File: src/hdl/alu_pkg.sv
`default_nettype none

package alu_pkg;

   // operations accepted at the ALU input
   typedef enum logic [3:0] {
      OP_ADD  = 4'd0,
      OP_SUB  = 4'd1,
      OP_AND  = 4'd2,
      OP_OR   = 4'd3,
      OP_XOR  = 4'd4,
      OP_SLL  = 4'd5,
      OP_SRL  = 4'd6,
      OP_SRA  = 4'd7,
      OP_SLT  = 4'd8,
      OP_SLTU = 4'd9
   } op_t;

   typedef enum logic {
      UNIT_SHIFT = 1'b0,
      UNIT_ARITH = 1'b1
   } unit_sel_t;

   // functions of the add/logic unit, decoded once in the issue stage
   typedef enum logic [2:0] {
      LOP_ADD  = 3'd0,
      LOP_SUB  = 3'd1,
      LOP_AND  = 3'd2,
      LOP_OR   = 3'd3,
      LOP_XOR  = 3'd4,
      LOP_SLT  = 3'd5,
      LOP_SLTU = 3'd6
   } logic_op_t;

endpackage

`default_nettype wire

File: src/hdl/add_logic_unit.sv
`default_nettype none

module add_logic_unit #(
   parameter int DATA_WIDTH = 32
) (
   input  logic [DATA_WIDTH-1:0] a,
   input  logic [DATA_WIDTH-1:0] b,
   input  alu_pkg::logic_op_t    logic_op,
   output logic [DATA_WIDTH-1:0] result,
   output logic                  overflow
);

   logic                  subtract;
   logic [DATA_WIDTH-1:0] b_op;
   logic [DATA_WIDTH:0]   sum_ext;
   logic [DATA_WIDTH-1:0] sum;
   logic                  carry_out;
   logic                  signed_ovf;
   logic                  less_signed;
   logic                  less_unsigned;

   // compares reuse the adder as a - b
   assign subtract = (logic_op != alu_pkg::LOP_ADD);
   assign b_op     = subtract ? ~b : b;
   assign sum_ext  = {1'b0, a} + {1'b0, b_op} + {{DATA_WIDTH{1'b0}}, subtract};
   assign sum       = sum_ext[DATA_WIDTH-1:0];
   assign carry_out = sum_ext[DATA_WIDTH];

   // operands of equal sign giving a result of the other sign
   assign signed_ovf = (a[DATA_WIDTH-1] == b_op[DATA_WIDTH-1]) &&
                       (sum[DATA_WIDTH-1] != a[DATA_WIDTH-1]);

   assign less_signed   = sum[DATA_WIDTH-1] ^ signed_ovf;
   assign less_unsigned = ~carry_out; // no carry out of a + ~b + 1 means a < b

   always_comb begin
      case (logic_op)
         alu_pkg::LOP_ADD,
         alu_pkg::LOP_SUB:  result = sum;
         alu_pkg::LOP_AND:  result = a & b;
         alu_pkg::LOP_OR:   result = a | b;
         alu_pkg::LOP_XOR:  result = a ^ b;
         alu_pkg::LOP_SLT:  result = {{(DATA_WIDTH-1){1'b0}}, less_signed};
         alu_pkg::LOP_SLTU: result = {{(DATA_WIDTH-1){1'b0}}, less_unsigned};
         default:           result = '0;
      endcase
   end

   assign overflow = signed_ovf &&
                     (logic_op == alu_pkg::LOP_ADD || logic_op == alu_pkg::LOP_SUB);

endmodule

`default_nettype wire

File: src/hdl/alu_issue.sv
`default_nettype none

module alu_issue #(
   parameter int DATA_WIDTH = 32
) (
   input  logic                   clk,
   input  logic                   rst,
   input  logic                   in_valid,
   input  alu_pkg::op_t           op,
   input  logic [DATA_WIDTH-1:0]  a,
   input  logic [DATA_WIDTH-1:0]  b,
   output logic                   iss_valid,
   output logic [DATA_WIDTH-1:0]  iss_a,
   output logic [DATA_WIDTH-1:0]  iss_b,
   output logic                   shift_right,
   output logic                   shift_arith,
   output alu_pkg::logic_op_t     logic_op,
   output alu_pkg::unit_sel_t     unit_sel
);

   logic               dec_right;
   logic               dec_arith;
   alu_pkg::logic_op_t dec_logic_op;
   alu_pkg::unit_sel_t dec_unit_sel;

   // decode here so that neither execution unit needs to know op_t
   always_comb begin
      dec_right    = 1'b0;
      dec_arith    = 1'b0;
      dec_logic_op = alu_pkg::LOP_ADD;
      dec_unit_sel = alu_pkg::UNIT_ARITH;
      case (op)
         alu_pkg::OP_ADD:  dec_logic_op = alu_pkg::LOP_ADD;
         alu_pkg::OP_SUB:  dec_logic_op = alu_pkg::LOP_SUB;
         alu_pkg::OP_AND:  dec_logic_op = alu_pkg::LOP_AND;
         alu_pkg::OP_OR:   dec_logic_op = alu_pkg::LOP_OR;
         alu_pkg::OP_XOR:  dec_logic_op = alu_pkg::LOP_XOR;
         alu_pkg::OP_SLT:  dec_logic_op = alu_pkg::LOP_SLT;
         alu_pkg::OP_SLTU: dec_logic_op = alu_pkg::LOP_SLTU;
         alu_pkg::OP_SLL: begin
            dec_unit_sel = alu_pkg::UNIT_SHIFT;
         end
         alu_pkg::OP_SRL: begin
            dec_unit_sel = alu_pkg::UNIT_SHIFT;
            dec_right    = 1'b1;
         end
         alu_pkg::OP_SRA: begin
            dec_unit_sel = alu_pkg::UNIT_SHIFT;
            dec_right    = 1'b1;
            dec_arith    = 1'b1; // only SRA fills with the sign bit
         end
         default: begin
            dec_unit_sel = alu_pkg::UNIT_ARITH;
            dec_logic_op = alu_pkg::LOP_ADD;
         end
      endcase
   end

   always_ff @(posedge clk) begin
      if (rst) begin
         iss_valid <= 1'b0;
      end else begin
         iss_valid <= in_valid;
      end
   end

   // operands and controls only move when a new operation arrives
   always_ff @(posedge clk) begin
      if (in_valid) begin
         iss_a       <= a;
         iss_b       <= b;
         shift_right <= dec_right;
         shift_arith <= dec_arith;
         logic_op    <= dec_logic_op;
         unit_sel    <= dec_unit_sel;
      end
   end

endmodule

`default_nettype wire

File: src/hdl/alu_result.sv
`default_nettype none

module alu_result #(
   parameter int DATA_WIDTH = 32
) (
   input  logic                  clk,
   input  logic                  rst,
   input  logic                  iss_valid,
   input  alu_pkg::unit_sel_t    unit_sel,
   input  logic [DATA_WIDTH-1:0] shift_result,
   input  logic [DATA_WIDTH-1:0] arith_result,
   input  logic                  arith_overflow,
   output logic                  out_valid,
   output logic [DATA_WIDTH-1:0] result,
   output logic                  zero,
   output logic                  overflow
);

   logic [DATA_WIDTH-1:0] sel_result;
   logic                  sel_overflow;

   assign sel_result = (unit_sel == alu_pkg::UNIT_SHIFT) ? shift_result : arith_result;

   // shifts never report overflow
   assign sel_overflow = (unit_sel == alu_pkg::UNIT_ARITH) && arith_overflow;

   always_ff @(posedge clk) begin
      if (rst) begin
         out_valid <= 1'b0;
         result    <= '0;
         zero      <= 1'b0;
         overflow  <= 1'b0;
      end else begin
         out_valid <= iss_valid;
         if (iss_valid) begin
            result   <= sel_result;
            zero     <= (sel_result == '0);
            overflow <= sel_overflow;
         end
      end
   end

endmodule

`default_nettype wire

File: src/hdl/alu_top.sv
`default_nettype none

module alu_top #(
   parameter int DATA_WIDTH = 32
) (
   input  logic                  clk,
   input  logic                  rst,
   input  logic                  in_valid,
   input  alu_pkg::op_t          op,
   input  logic [DATA_WIDTH-1:0] a,
   input  logic [DATA_WIDTH-1:0] b,
   output logic                  out_valid,
   output logic [DATA_WIDTH-1:0] result,
   output logic                  zero,
   output logic                  overflow
);

   localparam int SHIFT_WIDTH = $clog2(DATA_WIDTH);

   logic                  iss_valid;
   logic [DATA_WIDTH-1:0] iss_a;
   logic [DATA_WIDTH-1:0] iss_b;
   logic                  shift_right;
   logic                  shift_arith;
   alu_pkg::logic_op_t    logic_op;
   alu_pkg::unit_sel_t    unit_sel;
   logic [DATA_WIDTH-1:0] shift_result;
   logic [DATA_WIDTH-1:0] arith_result;
   logic                  arith_overflow;

   alu_issue #(.DATA_WIDTH(DATA_WIDTH)) u_alu_issue (
      .clk         (clk),
      .rst         (rst),
      .in_valid    (in_valid),
      .op          (op),
      .a           (a),
      .b           (b),
      .iss_valid   (iss_valid),
      .iss_a       (iss_a),
      .iss_b       (iss_b),
      .shift_right (shift_right),
      .shift_arith (shift_arith),
      .logic_op    (logic_op),
      .unit_sel    (unit_sel)
   );

   // shift amount is the low bits of b
   barrel_shifter #(.DATA_WIDTH(DATA_WIDTH)) u_barrel_shifter (
      .d_in        (iss_a),
      .shift       (iss_b[SHIFT_WIDTH-1:0]),
      .shift_right (shift_right),
      .shift_arith (shift_arith),
      .d_out       (shift_result)
   );

   add_logic_unit #(.DATA_WIDTH(DATA_WIDTH)) u_add_logic_unit (
      .a        (iss_a),
      .b        (iss_b),
      .logic_op (logic_op),
      .result   (arith_result),
      .overflow (arith_overflow)
   );

   alu_result #(.DATA_WIDTH(DATA_WIDTH)) u_alu_result (
      .clk            (clk),
      .rst            (rst),
      .iss_valid      (iss_valid),
      .unit_sel       (unit_sel),
      .shift_result   (shift_result),
      .arith_result   (arith_result),
      .arith_overflow (arith_overflow),
      .out_valid      (out_valid),
      .result         (result),
      .zero           (zero),
      .overflow       (overflow)
   );

endmodule

`default_nettype wire

File: src/hdl/barrel_shifter.sv
`default_nettype none

module barrel_shifter #(
   parameter int DATA_WIDTH = 32
) (
   input  logic [DATA_WIDTH-1:0]         d_in,
   input  logic [$clog2(DATA_WIDTH)-1:0] shift,
   input  logic                          shift_right,
   input  logic                          shift_arith,
   output logic [DATA_WIDTH-1:0]         d_out
);

   localparam int SHIFT_WIDTH = $clog2(DATA_WIDTH);

   logic                  msb_fill;
   logic [DATA_WIDTH-1:0] d_in_rev;
   logic [DATA_WIDTH-1:0] array_out_rev;

   // column k holds the data after the shifts selected by shift[k-1:0]
   logic [DATA_WIDTH-1:0] column [SHIFT_WIDTH+1];

   assign msb_fill = shift_arith ? d_in[DATA_WIDTH-1] : 1'b0;

   // the array only shifts right, a left shift runs through it bit-reversed
   for (genvar i = 0; i < DATA_WIDTH; i++) begin : g_reverse
      assign d_in_rev[i]      = d_in[DATA_WIDTH-1-i];
      assign array_out_rev[i] = column[SHIFT_WIDTH][DATA_WIDTH-1-i];
   end

   assign column[0] = shift_right ? d_in : d_in_rev;

   for (genvar k = 0; k < SHIFT_WIDTH; k++) begin : g_column
      localparam int STEP = 2 ** k;

      logic [DATA_WIDTH-1:0] shifted;

      assign shifted = {{STEP{msb_fill}}, column[k][DATA_WIDTH-1:STEP]};
      assign column[k+1] = shift[k] ? shifted : column[k];
   end

   assign d_out = shift_right ? column[SHIFT_WIDTH] : array_out_rev;

endmodule

`default_nettype wire
File: config.mk
export PLATFORM = sky130hd
export DESIGN_NAME = alu_top
export DESIGN_NICKNAME = d
export VERILOG_FILES = /design/src/hdl/alu_pkg.sv /design/src/hdl/add_logic_unit.sv /design/src/hdl/alu_issue.sv /design/src/hdl/alu_result.sv /design/src/hdl/alu_top.sv /design/src/hdl/barrel_shifter.sv
export SDC_FILE = /design/constraint.sdc
export NUM_CORES = 1
export LEC_CHECK = 0
export BUFFER_PORTS_ARGS = -buffer_cell sky130_fd_sc_hd__buf_2
export CELL_PAD_IN_SITES_DETAIL_PLACEMENT = 0
export CELL_PAD_IN_SITES_GLOBAL_PLACEMENT = 1
export CORE_AREA = 2 2 199 201
export CTS_BUF_LIST = sky130_fd_sc_hd__clkbuf_4
export CTS_CLUSTER_SIZE = 14
export DETAILED_ROUTE_END_ITERATION = 10
export DIE_AREA = 0 0 201 203
export HOLD_SLACK_MARGIN = 0.03
export PLACE_DENSITY_LB_ADDON = 0.1
export SLEW_MARGIN = 20
export SYNTH_ARGS = -nofsm -noshare
export SYNTH_HDL_FRONTEND = slang
export SYNTH_SLANG_ARGS = --single-unit
File: constraint.sdc
create_clock -name clk -period 8.45 [get_ports clk]
set_input_delay 0.845 -clock clk [delete_from_list [all_inputs] [get_ports clk]]
set_output_delay 0.845 -clock clk [all_outputs]
set_load 0.01 [all_outputs]
==> summary.txt, run 1 <==
Yosys
  • Async S/R FF share, synth: 0
  • Syn Nets: 1495
  • Mapped Area: 11400 um^2
  • YS warnings: 0
  • Post-synth cell types: 87
  • Post-synth top area cell: edfxtp_1
  • Ys flop type: edfxtp_1
  • Sequential fraction of the synthesis area: 0.247
  • Synth top area cells: edfxtp_1, ha_1, dfxtp_1
  • Syn Inst Count: 1326
  • Number of synthesized flops with an enable pin: 70
  • Yosys reg bits: 106
  • Synth top area share: 0.184
  • Synthesized area per cell: 8.61 um^2

Die
  • Die area: 40800 um^2
  • Ports: 106
  • Starting density of the core: 0.297
  • Die width: 201 um
  • CORE AREA: 38500 um^2
  • # rows: 72
  • Height of the die: 203 um

Cells and area
  • Share of cells above drive strength 1: 0.171
  • Nets: 1536
  • Layout area overhead: 9.39%
  • Post-route cell area: 12500 um^2
  • # fillers: 4152

Power
  • Maximum VDD drop: 0.0000796 V
  • PD cells: 158 nW/um^2
  • Total chip power: 1980 uW
  • Leakage: 0.00500 uW

Drt
  • Post-route DRC: 0
  • Top sig layer: met4
  • Routed vias/inst: 5.75
  • Drt pass-1 iters: 5
  • Met2 Wirelength: 21.5 mm
  • DRT iter0 DRCs: 1230
  • Met3 WL: 3.14 mm
  • WL met1: 23.3 mm
  • Vias: 10900
  • Antenna Nets Post-Route: 0
  • Wirelength, routed: 49.3 mm
  • Routed wire length per instance: 26.1 um

Timing
  • Fin. Hold Viols: 0
  • Setup-failing EPs final: 0
  • Worst slew margin: 0.330
  • Tmin final: 5390 ps
  • Final slew viol count: 0
  • Worst-Margin Slew: 980 ps
  • RSZ-0062 raised after global routing: false
  • Clock Skew: 22.9 ps
  • Setup TNS: 0 ps
  • Setup slack after layout: 3060 ps
  • Final period util: 0.638
  • Fmax: 0.186 GHz

Worst setup path
  • Arr. time, crit path: 5930 ps
  • Critical path peak fanout: 24
  • Worst Reg-to-Reg Cells: 16
  • Critical path class: reg -> reg
  • WP data required: 8990 ps
  • Startpoint Class: flip-flop
  • R2r endpoint: u_alu_result.zero
  • CP Capture Type: flip-flop
  • R2R Setup Slk: 3060 ps
  • Worst reg2reg startpoint: u_alu_issue.logic_op[2]

Global routing
  • Number of global-route vias before repair: 10200
  • First-pass GRT wire length: 71.5 mm
  • Antenna violations before repair: 2
  • Largest net degree at the start of global routing: 63
  • Overflow after GRT: 0
  • Total track usage: 0.239

Clock network
  • Clock latency at the later pin of the worst-skew pair: 620 ps
  • Clk slew on worst S/H paths: 190 ps
  • Clock sink count: 106
  • Post-cts resize count: 0
  • H-tree depth: 3
  • CTS tree: built
  • Clock Path Buffers: 2
  • CTS buffer count: 9
  • Post-CTS setup buffer count: 0
  • Root buffer cell: clkbuf_4
  • Hold_buf cts: 0

Hold path
  • Hold_sp: b[27]
  • Hold Crit Class: in -> reg
  • Hold Path Sink: u_alu_issue.iss_b[27]
  • Worst Hold Path Cells: 1

Place
  • DP Area: 12300 um^2
  • Routability cong.: 0.926
  • Detail Placement HPWL: 37.8 mm
  • Port-buffer cells: 105
  • Pre-CTS setup slack: 3170 ps

Job
  • Max Cap Violations: 0

Status
  • Status: finished clean
critical path: stages, from the launching register on:
cell and delay, ps:
edfxtp_1 680, or2_2 480, nor2_4 280, buf_4 430, xnor2_1 170, ha_1 310
a21oi_1 350, o21ai_0 160, a221oi_1 690, a31oi_2 340, a311oi_1 490, o21a_1 280
xor2_1 150, o21ai_0 120, nor2_1 140, nand4_1 90, o32ai_1 140
per-layer routing:
layer	GRT usage	vias up
met5	0	-
met4	0.0802	0
met3	0.0419	57
met2	0.366	449
met1	0.338	5303
li1	-	5070
final cells by class:
class | count | area, um^2 | area share
clock inverter | 7 | 70.1 | 0.00561
antenna | 3 | 7.51 | 0.000601
sequential | 106 | 2820 | 0.226
clock buffer | 9 | 67.6 | 0.00541
multi-input combinational | 1044 | 7870 | 0.630
timing repair buffer | 131 | 723 | 0.0579
tap | 518 | 648 | 0.0519
inverter | 75 | 282 | 0.0225
power breakdown:
part | total [uW] | internal, uW | switching (uW)
Combinational | 1010 | 374 | 640
Sequential | 673 | 596 | 76.4
Clock | 292 | 78.1 | 214
Total | 1980 | 1050 | 931
per-stage QoR:
step | instances | hold WS (ps) | util
floorplan | 1326 | 494 | -
global placement | 1874 | 456 | 0.321
detailed placement | 1874 | 460 | 0.321
CTS | 1890 | 294 | 0.324
global route | 1893 | 320 | 0.325
finish | 1893 | 379 | 0.325
registers in the layout, summed over array words and instances, names as in the netlist:
name,cells
u_alu_result.result,32
u_alu_issue.logic_op,3
u_alu_issue.iss_valid,1
u_alu_issue.iss_a,32
u_alu_result.overflow,1
u_alu_result.out_valid,1
u_alu_issue.shift_arith,1
u_alu_result.zero,1
u_alu_issue.unit_sel,1
u_alu_issue.shift_right,1
u_alu_issue.iss_b,32
Yosys cell counts, types with 24 or more instances:
cell type and n:
nor2_1 135, nand2_1 103, ha_1 97, a21oi_1 79, inv_1 71, edfxtp_1 70
clkbuf_1 61, o21ai_0 61, mux2i_1 53, xnor2_1 46, a211oi_1 40, dfxtp_1 36
a22oi_1 34, mux4_2 24, nor3_1 24, o22ai_1 24
cells in the final DEF, fill, tap and decap left out, drive strengths merged, types with 8 or more instances in the layout:
cell type,count
mux2,45
a31oi,16
edfxtp,70
a22oi,34
and2,10
nand3,20
nand2,103
a21oi,81
buf,131
and3,9
o211ai,18
a2111oi,8
o32ai,11
o21ai,63
mux4,25
ha,97
xnor2,46
o22ai,24
nand2b,11
nor2,135
a21o,14
a221oi,16
clkbuf,9
a211oi,43
nand4,17
mux2i,54
nor3,24
nor2b,16
dfxtp,36
or2,10
inv,75
cells by family (layout without fill, tap and decap cells):
logic type,Yosys count,in the layout,synth area share
compound gates,397,397,0.243
xor+xnor,51,51,0.0391
fa+ha+maj,98,98,0.108
buf+inv,176,222,0.0647
flops,106,106,0.247
mux,124,124,0.146
other cells,0,3,0
simple gates,374,374,0.151
how the worst max path moves through the flow:
stage,from,endpoint,slack (ps),depth (start not counted)
floorplan,u_alu_issue.logic_op[0],u_alu_result.zero,3540,20
global placement,u_alu_issue.logic_op[2],u_alu_result.zero,3250,16
detailed placement,u_alu_issue.logic_op[2],u_alu_result.zero,3170,16
CTS,u_alu_issue.logic_op[2],u_alu_result.zero,3130,16
global route,u_alu_issue.logic_op[2],u_alu_result.zero,2650,16
finish,u_alu_issue.logic_op[2],u_alu_result.zero,3060,16
No activity file was read; power rests on OpenSTA's default activity.
==> run 2, diff against run 1 <==
Clock period 8.45 ns to 4.9 ns, I/O delays scaled along.
==> run 2 against run 1 <==
Maximum frequency rose by 19%. Wire length fell by 0.94%. Worst hold slack got worse by 300 ps. Clock skew rose by 4.9 ps. Critical path depth rose by 1. Final area rose by 4.9%. Combinational power rose by 77%. Cell count rose by 3.2%. Clock power rose by 86%. Total power rose by 77%. Non-clock buffer count rose by 59. Critical endpoint unchanged.
==> summary.txt, run 2 (synthesis results as in run 1) <==
Status
  • Status: finished clean (unchanged)

Hold path
  • Hold_sp: b[27] (unchanged)
  • Hold Crit Class: in -> reg (unchanged)
  • Hold Path Sink: u_alu_issue.iss_b[27] (unchanged)
  • Worst Hold Path Cells: 1 (unchanged)

Die
  • Height of the die: 203 um (unchanged)
  • Die area: 40800 um^2 (unchanged)
  • # rows: 72 (unchanged)
  • Die width: 201 um (unchanged)
  • Ports: 106 (unchanged)
  • CORE AREA: 38500 um^2 (unchanged)
  • Starting density of the core: 0.297 (unchanged)

Cells and area
  • Commonest non-fill, non-tap cell in the layout: nor2_1 (unchanged)
  • Layout area overhead: 14.8% (was 9.39%)
  • Nets: 1595 (was 1536)
  • Multi-input gate area: 7880 um^2 (was 7870 um^2)
  • Share of cells above drive strength 1: 0.182 (was 0.171)
  • Core Util, Final: 0.341 (was 0.325)
  • # fillers: 4117 (was 4152)
  • Top Registers: u_alu_issue.iss_a (32), u_alu_issue.iss_b (32), u_alu_result.result (32) (unchanged)
  • Reg area: 2820 um^2 (unchanged)
  • Post-route cell area: 13100 um^2 (was 12500 um^2)
  • Most frequent cells in the layout: nor2_1, buf_2, nand2_1, ha_1, a21oi_1 (unchanged)

Worst setup path
  • Worst reg2reg startpoint: u_alu_issue.logic_op[2] (unchanged)
  • CP Capture Type: flip-flop (unchanged)
  • Critical path peak fanout: 5 (was 24)
  • R2R Setup Slk: 360 ps (was 3060 ps)
  • Critical path class: reg -> reg (unchanged)
  • Worst Reg-to-Reg Cells: 17 (was 16)
  • WP data required: 5400 ps (was 8990 ps)
  • Arr. time, crit path: 5040 ps (was 5930 ps)
  • R2r endpoint: u_alu_result.zero (unchanged)
  • Startpoint Class: flip-flop (unchanged)

Timing
  • Tmin final: 4540 ps (was 5390 ps)
  • Setup slack after layout: 362 ps (was 3060 ps)
  • Setup TNS: 0 ps (unchanged)
  • Final slew viol count: 0 (unchanged)
  • Fmax: 0.220 GHz (was 0.186 GHz)
  • Worst-Margin Slew: 1050 ps (was 980 ps)
  • RSZ-0062 raised after global routing: false (unchanged)
  • Worst slew margin: 0.279 (was 0.330)
  • Final period util: 0.926 (was 0.638)
  • Clock Skew: 27.8 ps (was 22.9 ps)
  • Setup-failing EPs final: 0 (unchanged)
  • Fin. Hold Viols: 0 (unchanged)

Drt
  • Wirelength, routed: 48.9 mm (was 49.3 mm)
  • Post-route DRC: 0 (unchanged)
  • DRT iter0 DRCs: 963 (was 1230)
  • Routed vias/inst: 5.56 (was 5.75)
  • Drt pass-1 iters: 5 (unchanged)
  • Vias: 10900 (about the same)
  • Routed wire length per instance: 25.0 um (was 26.1 um)
  • Antenna Nets Post-Route: 0 (unchanged)

Place
  • Port-buffer cells: 105 (unchanged)
  • Detail Placement HPWL: 38.1 mm (was 37.8 mm)
  • Routability cong.: 0.958 (was 0.926)
  • Pre-CTS setup slack: 250 ps (was 3170 ps)
  • DP Area: 12500 um^2 (was 12300 um^2)

Clock network
  • Clock Path Buffers: 2 (unchanged)
  • CTS tree: built (unchanged)
  • H-tree depth: 3 (unchanged)
  • Clk slew on worst S/H paths: 170 ps (was 190 ps)
  • Clock sink count: 106 (unchanged)
  • Root buffer cell: clkbuf_4 (unchanged)
  • CTS buffer count: 9 (unchanged)
  • Clock latency at the later pin of the worst-skew pair: 580 ps (was 620 ps)

Power
  • PD cells: 267 nW/um^2 (was 158 nW/um^2)
  • Leakage: 0.00529 uW (was 0.00500 uW)
  • Clock power frac: 0.155 (was 0.148)
  • Maximum VDD drop: 0.000130 V (was 0.0000796 V)
  • Part of the power in registers: 0.333 (was 0.340)
  • Comb pwr share: 0.512 (was 0.513)
  • Int Pwr: 1910 uW (was 1050 uW)
  • P_sw: 1580 uW (was 931 uW)
  • Switching share of power: 0.453 (was 0.470)

Global routing
  • First-pass GRT wire length: 72.0 mm (was 71.5 mm)
  • Overflow after GRT: 0 (unchanged)
  • Largest net degree at the start of global routing: 63 (unchanged)
  • Number of global-route vias before repair: 10400 (was 10200)
  • Antenna violations before repair: 4 (was 2)
  • Total track usage: 0.239 (about the same)

Job
  • Max Cap Violations: 0 (unchanged)
-- run 2: worst max-delay path by stage --
| stage | start | endpoint | slack [ps] | cells past startpoint |
|---|---|---|---|---|
| final | u_alu_issue.logic_op[2] | u_alu_result.zero | 360 | 17 |
| after global routing | u_alu_issue.logic_op[2] | u_alu_result.zero | 40 | 19 |
| after CTS | u_alu_issue.logic_op[2] | u_alu_result.zero | 220 | 15 |
| after detailed placement | u_alu_issue.logic_op[2] | u_alu_result.zero | 250 | 15 |
| after global placement | u_alu_issue.logic_op[2] | u_alu_result.zero | 380 | 15 |
| after floorplan | u_alu_issue.logic_op[0] | u_alu_result.zero | 60 | 20 |
-- run 2: layer usage --
layer / global-route usage / vias up / part of all wire
met1: 0.338 / 5253 / 0.48
li1: - / 5196 / -
met2: 0.369 / 351 / 0.44
met5: 0 / - / 0
met4: 0.0812 / 0 / 0.030
met3: 0.0401 / 56 / 0.056
-- run 2: power by group through the flow --
stage                     clock (uW)  sequential (uW)  combinational (uW)
after detailed placement           0             1190                1730
after floorplan                    0             1120                1160
final                            542             1160                1790
after CTS                        575             1170                1760
after global routing             605             1170                1950
after global placement             0             1190                1740
-- run 2: repair_timing --
item	CTS	global route
setup buffers	0	5
hold buffers	37	1
endpoints found under the hold margin	37	1
setup endpoints to repair	0	2
gates resized for setup	0	5
-- run 2: through the flow --
step / hold WS (ps) / std cells / total power, uW
global route: 22.6 / 1953 / 3730
CTS: 30.9 / 1943 / 3500
floorplan: 494 / 1326 / 2280
detailed placement: 462 / 1890 / 2920
finish: 82.9 / 1953 / 3500
global placement: 466 / 1890 / 2930
-- run 2: layout make-up --
class | count | share of cell area
Tap cell | 518 | 0.0495
Multi-Input combinational cell | 1044 | 0.601
Timing Repair Buffer | 190 | 0.0991
Inverter | 75 | 0.0215
Clock inverter | 6 | 0.00649
Antenna cell | 4 | 0.000764
Clock buffer | 10 | 0.00573
Sequential cell | 106 | 0.216
-- run 2: worst max-delay path: stages (launching register included) --
cell	delay, ps
edfxtp_1	410
or2_2	420
nor2_4	210
buf_4	170
buf_12	110
xnor2_1	60
ha_1	370
a21o_1	150
a41oi_2	70
or4_1	730
and3_1	230
o21ai_0	250
o211ai_1	260
a2111oi_2	350
nand4b_1	150
nor4_2	270
nand4_1	130
o32ai_1	140
==> run 3, diff against run 2 <==
Settings changed: PLACE_DENSITY from default to 0.57, PLACE_DENSITY_LB_ADDON 0.1 to default.
==> run 3 against run 2 <==
Largest cell class unchanged. Highest routed layer is now met5. Critical endpoint unchanged. Utilization down 0.15 points. Worst hold slack improved by 0.54 ps. Largest power group unchanged. Via count is 2.9% higher.
==> summary.txt, run 3 (synthesis results as in run 1) <==
Worst setup path
  • Critical path class: reg -> reg (unchanged)
  • Critical Path Source: u_alu_issue.logic_op[2] (unchanged)
  • R2r endpoint: u_alu_result.zero (unchanged)
  • Arr. time, crit path: 5040 ps (about the same)
  • Sum of buffers and inverters on the critical path: 2 (unchanged)
  • R2R Setup Slk: 390 ps (was 360 ps)
  • Critical Path Sink: u_alu_result.zero (unchanged)
  • WP depth: 17 (unchanged)
  • Startpoint Class: flip-flop (unchanged)
  • Critical path's top delay family: compound AO/OA/AOI/OAI gates (was simple AND/OR/NAND/NOR gates)
  • CP Cell Sequence: or2_2 -> nor2_4 -> buf_4 -> xnor2_1 -> inv_1 -> fa_1 -> nand3b_1 -> a21oi_1 -> o21ai_0 -> a21oi_1 -> xnor2_1 -> o221ai_1 -> a2111oi_2 -> nand4b_1 -> nor4_2 -> nand4_1 -> o32ai_1 (was or2_2 -> nor2_4 -> buf_4 -> buf_12 -> xnor2_1 -> ha_1 -> a21o_1 -> a41oi_2 -> or4_1 -> and3_1 -> o21ai_0 -> o211ai_1 -> a2111oi_2 -> nand4b_1 -> nor4_2 -> nand4_1 -> o32ai_1)
  • Largest stage delay on the critical path: 420 ps (was 730 ps)
  • CP Capture Type: flip-flop (unchanged)
  • Slowest cell on the critical path: edfxtp_1 (was or4_1)
  • Worst Reg-to-Reg Cells: 17 (unchanged)
  • WP data required: 5430 ps (was 5400 ps)
  • Worst reg2reg startpoint: u_alu_issue.logic_op[2] (unchanged)
  • Critical path peak fanout: 10 (was 5)

Cells and area
  • Reg area: 2820 um^2 (unchanged)
  • Top Registers: u_alu_issue.iss_a (32), u_alu_issue.iss_b (32), u_alu_result.result (32) (unchanged)
  • Post-route cell area: 13000 um^2 (was 13100 um^2)
  • Layout area overhead: 14.3% (was 14.8%)
  • Core Util, Final: 0.339 (was 0.341)
  • # fillers: 4106 (was 4117)
  • Nets: 1589 (was 1595)
  • Share of cells above drive strength 1: 0.182 (about the same)
  • Multi-input gate area: 7900 um^2 (was 7880 um^2)
  • Commonest non-fill, non-tap cell in the layout: nor2_1 (unchanged)
  • Most frequent cells in the layout: nor2_1, buf_2, nand2_1, ha_1, a21oi_1 (unchanged)

Status
  • Status: finished clean (unchanged)

Die
  • # rows: 72 (unchanged)
  • CORE AREA: 38500 um^2 (unchanged)
  • Height of the die: 203 um (unchanged)
  • Die width: 201 um (unchanged)
  • Starting density of the core: 0.297 (unchanged)
  • Die area: 40800 um^2 (unchanged)
  • Ports: 106 (unchanged)

Clock network
  • Clock sink count: 106 (unchanged)
  • Root buffer cell: clkbuf_4 (unchanged)
  • Clock latency at the later pin of the worst-skew pair: 590 ps (was 580 ps)
  • Clock Path Buffers: 2 (unchanged)
  • CTS buffer count: 9 (unchanged)
  • H-tree depth: 3 (unchanged)
  • CTS tree: built (unchanged)
  • Clk slew on worst S/H paths: 200 ps (was 170 ps)

Job
  • Max Cap Violations: 0 (unchanged)

Global routing
  • GRT busiest layer: met2 (unchanged)
  • Met1 usage: 0.325 (was 0.338)
  • Met2 Use GR: 0.353 (was 0.369)
  • Overflow after GRT: 0 (unchanged)
  • Antenna violations before repair: 6 (was 4)
  • First-pass GRT wire length: 70.4 mm (was 72.0 mm)
  • Number of global-route vias before repair: 10500 (was 10400)
  • Global routing usage on met3: 0.0388 (was 0.0401)
  • Largest net degree at the start of global routing: 81 (was 63)
  • Total track usage: 0.233 (was 0.239)

Hold path
  • Hold Crit Class: in -> reg (unchanged)

Drt
  • Drt pass-1 iters: 6 (was 5)
  • Routed wire length per instance: 24.7 um (was 25.0 um)
  • DRT iter0 DRCs: 1092 (was 963)
  • Routed vias/inst: 5.74 (was 5.56)
  • Antenna Nets Post-Route: 0 (unchanged)
  • Wirelength, routed: 48.0 mm (was 48.9 mm)
  • Post-route DRC: 0 (unchanged)
  • Vias: 11200 (was 10900)

Place
  • DP Area: 12500 um^2 (about the same)
  • Port-buffer cells: 105 (unchanged)
  • Detail Placement HPWL: 37.3 mm (was 38.1 mm)
  • Routability cong.: 0.938 (was 0.958)
  • Pre-CTS setup slack: 211 ps (was 250 ps)

Timing
  • Worst-Margin Slew: 1050 ps (about the same)
  • Final slew viol count: 0 (unchanged)
  • Setup-failing EPs final: 0 (unchanged)
  • Tmin final: 4510 ps (was 4540 ps)
  • Final period util: 0.920 (was 0.926)
  • Fmax: 0.222 GHz (was 0.220 GHz)
  • Setup TNS: 0 ps (unchanged)
  • RSZ-0062 raised after global routing: false (unchanged)
  • Clock Skew: 38.1 ps (was 27.8 ps)
  • Fin. Hold Viols: 0 (unchanged)
  • Worst slew margin: 0.295 (was 0.279)
  • Setup slack after layout: 390 ps (was 362 ps)
  • Min Hold Slack: 83.4 ps (was 82.9 ps)

Power
  • Maximum VDD drop: 0.000143 V (was 0.000130 V)
  • Leakage: 0.00527 uW (was 0.00529 uW)
  • PD cells: 266 nW/um^2 (was 267 nW/um^2)
-- run 3: metal layers --
metal,routed length (um),vias to the layer above
li1,-,5182
met1,22200,5409
met2,20700,468
met3,2970,101
met4,2050,8
met5,48,-
-- run 3: what timing repair did --
| action | 4_1_cts | 5_1_grt |
|---|---|---|
| hold buffers | 34 | 0 |
| endpoints found under the hold margin | 34 | 0 |
| setup buffers | 0 | 6 |
| resized for setup | 0 | 7 |
| endpoints found under the setup margin | 0 | 3 |
-- run 3: layout make-up --
cell class / instances / area share
multi-input combinational: 1044 / 0.606
sequential: 106 / 0.216
timing repair buffer: 184 / 0.0947
tap: 518 / 0.0497
inverter: 75 / 0.0216
clock buffer: 10 / 0.00575
clock inverter: 6 / 0.00547
antenna: 3 / 0.000575
-- run 3: report_power, final --
group | switching (uW) | internal [uW]
combinational | 1110 | 686
sequential | 131 | 1030
clock | 352 | 169
-- run 3: how the worst min path moves through the flow --
stage | slack (ps) | endpoint | from | cells after the start
after floorplan | 490 | u_alu_result.result[25] | u_alu_result.result[25] | 2
after global placement | 460 | u_alu_result.result[25] | u_alu_result.result[25] | 2
after detailed placement | 460 | u_alu_result.result[25] | u_alu_result.result[25] | 2
after CTS | 30 | u_alu_issue.iss_a[23] | a[23] | 1
after global routing | 20 | u_alu_issue.iss_a[23] | a[23] | 1
final | 80 | u_alu_issue.iss_b[28] | b[28] | 1
-- run 3: metrics by stage --
| step | std cells | power (uW) |
|---|---|---|
| global route | 1946 | 3690 |
| detailed placement | 1887 | 2900 |
| global placement | 1887 | 2910 |
| CTS | 1937 | 3460 |
| floorplan | 1326 | 2280 |
| finish | 1946 | 3480 |
